===== config.mk =====
export PLATFORM = sky130hd
export DESIGN_NAME = prach_dfe_top
export DESIGN_NICKNAME = d
export VERILOG_FILES = /design/src/prach_pkg.sv /design/src/prach_antenna_collect.sv /design/src/prach_quadrant_mixer.sv /design/src/prach_gain_serializer.sv /design/src/prach_dfe_top.sv
export SDC_FILE = /design/constraint.sdc
export NUM_CORES = 2
export LEC_CHECK = 0
export BUFFER_PORTS_ARGS = -buffer_cell sky130_fd_sc_hd__clkbuf_2
export CORE_ASPECT_RATIO = 0.8
export CORE_MARGIN = 2
export CORE_UTILIZATION = 59
export CTS_CLUSTER_SIZE = 40
export DETAILED_ROUTE_END_ITERATION = 8
export PLACE_DENSITY = 0.79
export REMOVE_ABC_BUFFERS = 1
export SETUP_SLACK_MARGIN = 0.1
export SLEW_MARGIN = 40
export SYNTH_ARGS = -nofsm -noshare
export SYNTH_HDL_FRONTEND = slang
export SYNTH_SLANG_ARGS = --single-unit

===== constraint.sdc =====
create_clock -name clk_4x -period 13 [get_ports clk_4x]
set_input_delay 2.6 -clock clk_4x [delete_from_list [all_inputs] [get_ports clk_4x]]
set_output_delay 2.6 -clock clk_4x [all_outputs]
set_load 0.01 [all_outputs]

===== src/prach_pkg.sv =====
// one carrier and four antennas fixed here; the saturating helpers assume 16-bit signed parts
`default_nettype none

package prach_pkg;

   ////////////////////////////////////////
   // sizes
   ////////////////////////////////////////

   // bits per i or q component
   localparam int precision        = 16;
   localparam int n_antennas       = 4;
   localparam int ant_bw           = 2;
   // phase accumulator and increment
   localparam int nco_coef_width   = 40;
   // gain = scalar.fraction, unsigned
   localparam int gain_scaler_bw   = 4;
   localparam int gain_fraction_bw = 16;

   // signed component limits
   localparam logic signed [precision-1:0] sample_max = 16'sh7fff;
   localparam logic signed [precision-1:0] sample_min = 16'sh8000;

   ////////////////////////////////////////
   // sample word
   ////////////////////////////////////////

   // q sits in the upper half
   typedef struct packed {
      logic signed [precision-1:0] q;
      logic signed [precision-1:0] i;
   } iq_pair_t;

   // same 32 bits, raw or as i/q
   typedef union packed {
      logic [2*precision-1:0] raw;
      iq_pair_t               iq;
   } iq_word_t;

   ////////////////////////////////////////
   // saturating helpers
   ////////////////////////////////////////

   // -(-32768) has no 16-bit form, so it pins to max
   function automatic logic signed [precision-1:0] sat_negate(
      input logic signed [precision-1:0] x);
      return (x == sample_min) ? sample_max : -x;
   endfunction

   // clip a 32-bit signed value into the component range
   function automatic logic signed [precision-1:0] sat_clip(
      input logic signed [2*precision-1:0] x);
      if (x > sample_max) return sample_max;
      if (x < sample_min) return sample_min;
      return x[precision-1:0];
   endfunction

endpackage

`default_nettype wire


===== src/prach_antenna_collect.sv =====
// samples must arrive in antenna order 0..3; out-of-order tags are dropped, never reordered
`timescale 1ns/10ps
`default_nettype none

module prach_antenna_collect
   import prach_pkg::*;
(
   input  wire logic                      clk_4x,
   input  wire logic                      resetn_4x,
   // tagged input samples, one per cycle at most
   input  wire logic                      in_valid,
   input  wire iq_word_t                  in_data,
   input  wire logic [ant_bw-1:0]         in_ant,
   // gathered frame
   output      logic                      frame_valid,
   output      iq_word_t [n_antennas-1:0] frame_data,
   output      logic                      drop_strobe
);

   ////////////////////////////////////////
   // antenna order check
   ////////////////////////////////////////

   // next antenna the frame is waiting for
   logic [ant_bw-1:0] exp_ant;
   logic              accept;
   logic              reject;
   logic              last_ant;

   // tag match against the expected count
   assign accept   = in_valid && (in_ant == exp_ant);
   assign reject   = in_valid && (in_ant != exp_ant);
   // last lane closes the frame
   assign last_ant = (exp_ant == ant_bw'(n_antennas - 1));

   ////////////////////////////////////////
   // control
   ////////////////////////////////////////

   always_ff @(posedge clk_4x) begin
      if (!resetn_4x) begin
         exp_ant     <= '0;
         frame_valid <= 1'b0;
         drop_strobe <= 1'b0;
      end else begin
         // one pulse per rejected sample
         drop_strobe <= reject;
         // frame strobe only when the last lane lands
         frame_valid <= accept && last_ant;
         if (accept) begin
            // wrap back to antenna 0 after the last one
            if (last_ant) begin
               exp_ant <= '0;
            end else begin
               exp_ant <= exp_ant + 1'b1;
            end
         end
      end
   end

   ////////////////////////////////////////
   // lane storage
   ////////////////////////////////////////

   // lanes are overwritten in place as the next frame builds up
   // execute samples them on the frame_valid edge, before lane 0 moves
   always_ff @(posedge clk_4x) begin
      if (accept) begin
         frame_data[exp_ant].raw <= in_data.raw;
      end
   end

endmodule

`default_nettype wire


===== src/prach_quadrant_mixer.sv =====
// NCO limited to quarter-turn steps from the top two phase bits; finer phase bits only accumulate
`timescale 1ns/10ps
`default_nettype none

module prach_quadrant_mixer
   import prach_pkg::*;
(
   input  wire logic                      clk_4x,
   input  wire logic                      resetn_4x,
   // frame from decode
   input  wire logic                      frame_valid,
   input  wire iq_word_t [n_antennas-1:0] frame_data,
   // phase step per frame, held while frames are in flight
   input  wire logic [nco_coef_width-1:0] nco_coef,
   // rotated frame
   output      logic                      mix_valid,
   output      iq_word_t [n_antennas-1:0] mix_data
);

   // frame n sees n * nco_coef
   logic [nco_coef_width-1:0] phase_acc;
   logic [1:0]                quadrant;

   // top two bits pick the quarter turn
   assign quadrant = phase_acc[nco_coef_width-1 -: 2];

   ////////////////////////////////////////
   // quarter-turn rotation
   ////////////////////////////////////////

   // multiply by j^quad, negations saturate
   function automatic iq_word_t rotate_lane(input iq_word_t x, input logic [1:0] quad);
      iq_word_t y;
      case (quad)
         // 0 deg
         2'd0: y.raw = x.raw;
         // 90 deg
         2'd1: begin
            y.iq.i = sat_negate(x.iq.q);
            y.iq.q = x.iq.i;
         end
         // 180 deg
         2'd2: begin
            y.iq.i = sat_negate(x.iq.i);
            y.iq.q = sat_negate(x.iq.q);
         end
         // 270 deg
         default: begin
            y.iq.i = x.iq.q;
            y.iq.q = sat_negate(x.iq.i);
         end
      endcase
      return y;
   endfunction

   ////////////////////////////////////////
   // phase and strobe
   ////////////////////////////////////////

   always_ff @(posedge clk_4x) begin
      if (!resetn_4x) begin
         phase_acc <= '0;
         mix_valid <= 1'b0;
      end else begin
         mix_valid <= frame_valid;
         // step after the frame has used the current phase
         if (frame_valid) begin
            phase_acc <= phase_acc + nco_coef;
         end
      end
   end

   // same quadrant for every lane of a frame
   always_ff @(posedge clk_4x) begin
      if (frame_valid) begin
         for (int k = 0; k < n_antennas; k++) begin
            mix_data[k] <= rotate_lane(frame_data[k], quadrant);
         end
      end
   end

endmodule

`default_nettype wire


===== src/prach_gain_serializer.sv =====
// frames must be at least four cycles apart; a frame arriving mid-burst would cut the burst short
`timescale 1ns/10ps
`default_nettype none

module prach_gain_serializer
   import prach_pkg::*;
(
   input  wire logic                        clk_4x,
   input  wire logic                        resetn_4x,
   // rotated frame from execute
   input  wire logic                        mix_valid,
   input  wire iq_word_t [n_antennas-1:0]   mix_data,
   // channel gain, scalar.fraction plus sign
   input  wire logic [gain_scaler_bw-1:0]   gain_scalar,
   input  wire logic [gain_fraction_bw-1:0] gain_fraction,
   input  wire logic                        gain_sign,
   // serialized output
   output      logic                        out_valid,
   output      iq_word_t                    out_data,
   output      logic [ant_bw-1:0]           out_ant
);

   ////////////////////////////////////////
   // gain arithmetic
   ////////////////////////////////////////

   // scalar * 65536 + fraction, zero-extended to stay positive
   logic signed [gain_scaler_bw+gain_fraction_bw:0] gain_word;

   assign gain_word = {1'b0, gain_scalar, gain_fraction};

   // one component: multiply, drop the fraction, clip, optional invert
   function automatic logic signed [precision-1:0] apply_gain(
      input logic signed [precision-1:0]                 x,
      input logic signed [gain_scaler_bw+gain_fraction_bw:0] g,
      input logic                                        neg);
      logic signed [precision+gain_scaler_bw+gain_fraction_bw:0] prod;
      logic signed [precision+gain_scaler_bw+gain_fraction_bw:0] shifted;
      logic signed [precision-1:0]                               clipped;
      prod    = x * g;
      // arithmetic shift, rounds toward minus infinity
      shifted = prod >>> gain_fraction_bw;
      // magnitude fits in 21 bits, so the low 32 carry the value
      clipped = sat_clip($signed(shifted[2*precision-1:0]));
      return neg ? sat_negate(clipped) : clipped;
   endfunction

   ////////////////////////////////////////
   // frame hold and lane select
   ////////////////////////////////////////

   iq_word_t [n_antennas-1:0] hold_data;
   // lane to emit on the next cycle while busy
   logic [ant_bw-1:0]         next_ant;
   logic                      busy;
   iq_word_t                  src;
   iq_word_t                  gained;

   // lane 0 goes straight from the incoming frame, the rest from the hold
   always_comb begin
      if (mix_valid) begin
         src = mix_data[0];
      end else begin
         src = hold_data[next_ant];
      end
      gained.iq.i = apply_gain(src.iq.i, gain_word, gain_sign);
      gained.iq.q = apply_gain(src.iq.q, gain_word, gain_sign);
   end

   always_ff @(posedge clk_4x) begin
      if (mix_valid) begin
         hold_data <= mix_data;
      end
   end

   ////////////////////////////////////////
   // output sequencing
   ////////////////////////////////////////

   always_ff @(posedge clk_4x) begin
      if (!resetn_4x) begin
         out_valid <= 1'b0;
         out_ant   <= '0;
         next_ant  <= '0;
         busy      <= 1'b0;
      end else if (mix_valid) begin
         // antenna 0 now, 1..3 follow back to back
         out_valid <= 1'b1;
         out_ant   <= '0;
         next_ant  <= ant_bw'(1);
         busy      <= 1'b1;
      end else if (busy) begin
         out_valid <= 1'b1;
         out_ant   <= next_ant;
         next_ant  <= next_ant + 1'b1;
         // done after the last antenna
         if (next_ant == ant_bw'(n_antennas - 1)) begin
            busy <= 1'b0;
         end
      end else begin
         out_valid <= 1'b0;
      end
   end

   // payload only moves when a lane is emitted
   always_ff @(posedge clk_4x) begin
      if (mix_valid || busy) begin
         out_data.raw <= gained.raw;
      end
   end

endmodule

`default_nettype wire


===== src/prach_dfe_top.sv =====
// single carrier, single clock; config inputs must only change while no frame is in flight
`timescale 1ns/10ps
`default_nettype none

module prach_dfe_top
   import prach_pkg::*;
(
   input  wire logic                        clk_4x,
   input  wire logic                        resetn_4x,
   // tagged sample stream, no back-pressure
   input  wire logic                        in_valid,
   input  wire iq_word_t                    in_data,
   input  wire logic [ant_bw-1:0]           in_ant,
   // static configuration
   input  wire logic [nco_coef_width-1:0]   nco_coef,
   input  wire logic [gain_scaler_bw-1:0]   gain_scalar,
   input  wire logic [gain_fraction_bw-1:0] gain_fraction,
   input  wire logic                        gain_sign,
   // serialized result
   output      logic                        out_valid,
   output      iq_word_t                    out_data,
   output      logic [ant_bw-1:0]           out_ant,
   // rejected sample pulse
   output      logic                        drop_strobe
);

   // decode to execute
   logic                      frame_valid;
   iq_word_t [n_antennas-1:0] frame_data;
   // execute to result
   logic                      mix_valid;
   iq_word_t [n_antennas-1:0] mix_data;

   ////////////////////////////////////////
   // decode, execute, result
   ////////////////////////////////////////

   // frame_valid at t+1
   prach_antenna_collect u_collect (
      .clk_4x      (clk_4x),
      .resetn_4x   (resetn_4x),
      .in_valid    (in_valid),
      .in_data     (in_data),
      .in_ant      (in_ant),
      .frame_valid (frame_valid),
      .frame_data  (frame_data),
      .drop_strobe (drop_strobe)
   );

   // mix_valid at t+2
   prach_quadrant_mixer u_mixer (
      .clk_4x      (clk_4x),
      .resetn_4x   (resetn_4x),
      .frame_valid (frame_valid),
      .frame_data  (frame_data),
      .nco_coef    (nco_coef),
      .mix_valid   (mix_valid),
      .mix_data    (mix_data)
   );

   // antennas out at t+3..t+6
   prach_gain_serializer u_gain (
      .clk_4x        (clk_4x),
      .resetn_4x     (resetn_4x),
      .mix_valid     (mix_valid),
      .mix_data      (mix_data),
      .gain_scalar   (gain_scalar),
      .gain_fraction (gain_fraction),
      .gain_sign     (gain_sign),
      .out_valid     (out_valid),
      .out_data      (out_data),
      .out_ant       (out_ant)
   );

endmodule

`default_nettype wire


==> run summary <==
Compound-Gate Fraction of Synth Area: 8.47%
crit-path max FO: 32
Worst R2R Path Depth: 31
Comb pwr share: 64.1%
All-Layer GR Usage: 29.8%
Final Skew: 0.0329 ns
dpl hpwl: 88.1 mm
outcome: finished, final reports clean
Final min period: 11.66 ns
reg2reg setup slack: 1.86 ns
Max Slew Vio Count: 0
HP Class: flip-flop to flip-flop
# H-tree levels: 2
Avg WL per Cell: 20.7 um
IO Pins: 134
Ys Warns: 0
detailed-route via count: 34000
CP Launch Type: input pin
final WL: 117 mm
Final Instance Area: 49400 um2
Post-Synth XOR/XNOR Area: 2.51%
hold depth: 0
Setup-failing EPs final: 0
Worst EP arrival: 12.01 ns
family with the most delay on the worst path: adder cells
simple-gate share of the synthesized area: 15.1%
Switch Pwr: 3.99 mW
core area: 77400 um2
Min-Delay Endpoint: u_gain.hold_data[35]
placed cell area: 47800 um2
Crit-path slowest cell: or4_1
Die Ht: 255 um
fmax: 85.8 MHz
cell depth of the worst setup path: 29
clock sinks: 467
cells after synthesis: 4613
initial antenna violation count: 6
Fillers: 6106
PnR Total Power: 8.39 mW
DR pass1 iterations: 7
Initial Util: 59.9%
DRC viols: 0
clk_lat worst skew: 0.61 ns
gr ovfl total: 0
Async S/R FF share, synth: 0%
Clock Tree Root: clkbuf_16
final hold vios: 0
Sw Share: 47.6%
final period utilization: 89.7%
CTS Hold Bufs: 0
Post-DRT Antenna Nets: 0
CTS Buffer Depth: 3
fin util: 63.8%
Synth-to-Final Area Change: 6.47%
first-pass GRT wire length: 188 mm
CTS tree: yes
total CTS buffers: 48
final cell count without fillers: 5653
Slew @ Worst Pin: 0.875 ns
EDFF count, synth: 416
post-synth cell types: 84
violation count after the first detailed-routing iteration: 3999
PD cells: 170 nW/um2
largest family of logic cells by synthesized area: adder cells
r2r startpoint: u_mixer.mix_valid
Most used DFF post-synth: edfxtp_1
row cnt: 91
#FFs+latches synth: 467
largest net degree at the start of global routing: 114
post-CTS sizing: 0
Chip Width: 317 um
min-delay src: u_mixer.mix_data[35]
Setup WS pre-CTS: 0.903 ns
Worst setup EP type: flip-flop
clock transition at the registers of the reported paths: 0.07 ns
final RePlAce weighted congestion: 0.945
setup repair after global routing missed its margin: no
max_cap viols: 0
Lkg Pwr: 21.6 nW
PortBufs: 133
Int Power: 4.40 mW
cell mode on critical path: fa_1
drt via density: 6.01
final worst slack: 1.34 ns
vias in the first global route: 34200
worst r2r dst: u_gain.out_data[31]
number of post-CTS setup repair buffers: 0
Crit path required time: 13.35 ns
DIE AREA: 80900 um2
part of the power in registers: 20.1%
slowest stage delay, CP: 0.73 ns
crit path kind: input pin to flip-flop
Post-Synth Adder-Cell Area: 29.8%
sequential share of the synthesized area: 29.1%
VDD IR-drop max: 0.259 mV
Critical path buffers and inverters: 6
Post-Syn Area per Cell: 10.1 um2
Cell Area, Synth: 46400 um2
Cells after DPL: 5562
share of total power in the clock network: 15.8%
NumNets Final: 5495
post-synthesis mux area share: 7.16%
relative slew slack: 41.7%
fraction of layout cells with a size suffix above 1: 9.62%
-- cell families after synthesis --
group / count (synthesis)
AND/OR/NAND/NOR: 1453
multiplexers: 188
AO/OA/AOI/OAI: 603
XOR/XNOR: 133
adder cells (fa/ha/maj): 807
flip-flops: 467
buffers and inverters: 962
-- flip-flops by register name, summed over array words and instances, names as in the netlist --
name                   flops
u_collect.drop_strobe      1
u_collect.exp_ant          2
u_collect.frame_data     128
u_collect.frame_valid      1
u_gain.busy                1
u_gain.hold_data         128
u_gain.next_ant            2
u_gain.out_ant             2
u_gain.out_data           32
u_gain.out_valid           1
u_mixer.mix_data         128
u_mixer.mix_valid          1
u_mixer.phase_acc         40
-- Yosys cell counts (62+ instances only) --
cell      instances  share of area, %
a21o_1           62               1.0
inv_1           701               5.7
nor2b_1          86               1.2
mux4_2          114               5.5
clkbuf_1        242               2.0
mux2i_1          65               1.4
nand2_1         615               5.0
a21oi_1         184               2.0
nand3_1          80              0.86
edfxtp_1        416                27
and2_1          241               3.3
ha_1            308               8.3
nor2_1          182               1.5
xnor2_1          77               1.5
o21ai_0         124               1.3
fa_1            499                22
-- power by group through the flow --
stage / registers [mW] / clock network (mW) / logic, mW
floorplan: 1.72 / 0 / 3.98
global route: 1.69 / 1.40 / 6.04
CTS: 1.69 / 1.35 / 5.28
detailed placement: 1.72 / 0 / 5.21
finish: 1.69 / 1.33 / 5.38
global placement: 1.72 / 0 / 5.14
-- layout make-up --
cell class	count	area [um2]	area share, %
Antenna cell	2	5.00	0.0101
Clock buffer	56	1230	2.49
Clock inverter	32	279	0.565
Inverter	703	2640	5.35
Multi-Input combinational cell	3184	29300	59.3
Sequential cell	467	13500	27.4
Tap cell	1023	1280	2.59
Timing Repair Buffer	186	1110	2.25
-- layout by cell type, fill, tap and decap left out, types with 26 or more instances in the layout --
master,Yosys,final
inv_1,701,700
nand2_1,615,603
fa_1,499,499
edfxtp_1,416,416
ha_1,308,308
and2_1,241,241
a21oi_1,184,184
nor2_1,182,182
clkbuf_2,0,133
o21ai_0,124,124
mux4_2,114,114
nor2b_1,86,86
nand3_1,80,80
xnor2_1,77,76
mux2i_1,65,62
a21o_1,62,62
xor2_1,56,56
nor3_1,55,55
clkbuf_16,0,48
buf_4,1,47
dfxtp_1,51,46
or3_1,35,35
nand2b_1,29,29
or2_2,29,28
a31oi_1,26,26
a211oi_1,26,26
-- worst max-delay path by stage --
| stage | from | to | slack [ns] |
|---|---|---|---|
| after global routing | gain_fraction[10] | u_gain.out_data[31] | 0.85 |
| final | gain_fraction[10] | u_gain.out_data[31] | 1.34 |
| after detailed placement | gain_fraction[12] | u_gain.out_data[31] | 0.90 |
| after floorplan | u_mixer.mix_valid | u_gain.out_data[31] | -1.81 |
| after CTS | gain_fraction[10] | u_gain.out_data[31] | 1.45 |
| after global placement | gain_fraction[10] | u_gain.out_data[31] | 1.09 |
-- metal layers --
metal | vias up | share of wire (%) | track usage (%)
li1 | 15300 | - | -
met1 | 16700 | 40 | 41.3
met2 | 1706 | 45 | 46.6
met3 | 239 | 11 | 6.90
met4 | 4 | 3.3 | 10.1
met5 | - | 0.023 | 0
-- stage by stage --
stage               setup TNS, ns  hold slack, ns
floorplan                  -33.34           0.400
global placement                0           0.401
detailed placement              0           0.405
CTS                             0           0.414
global route                    0           0.414
finish                          0           0.414
No activity file was read; power rests on OpenSTA's default activity.
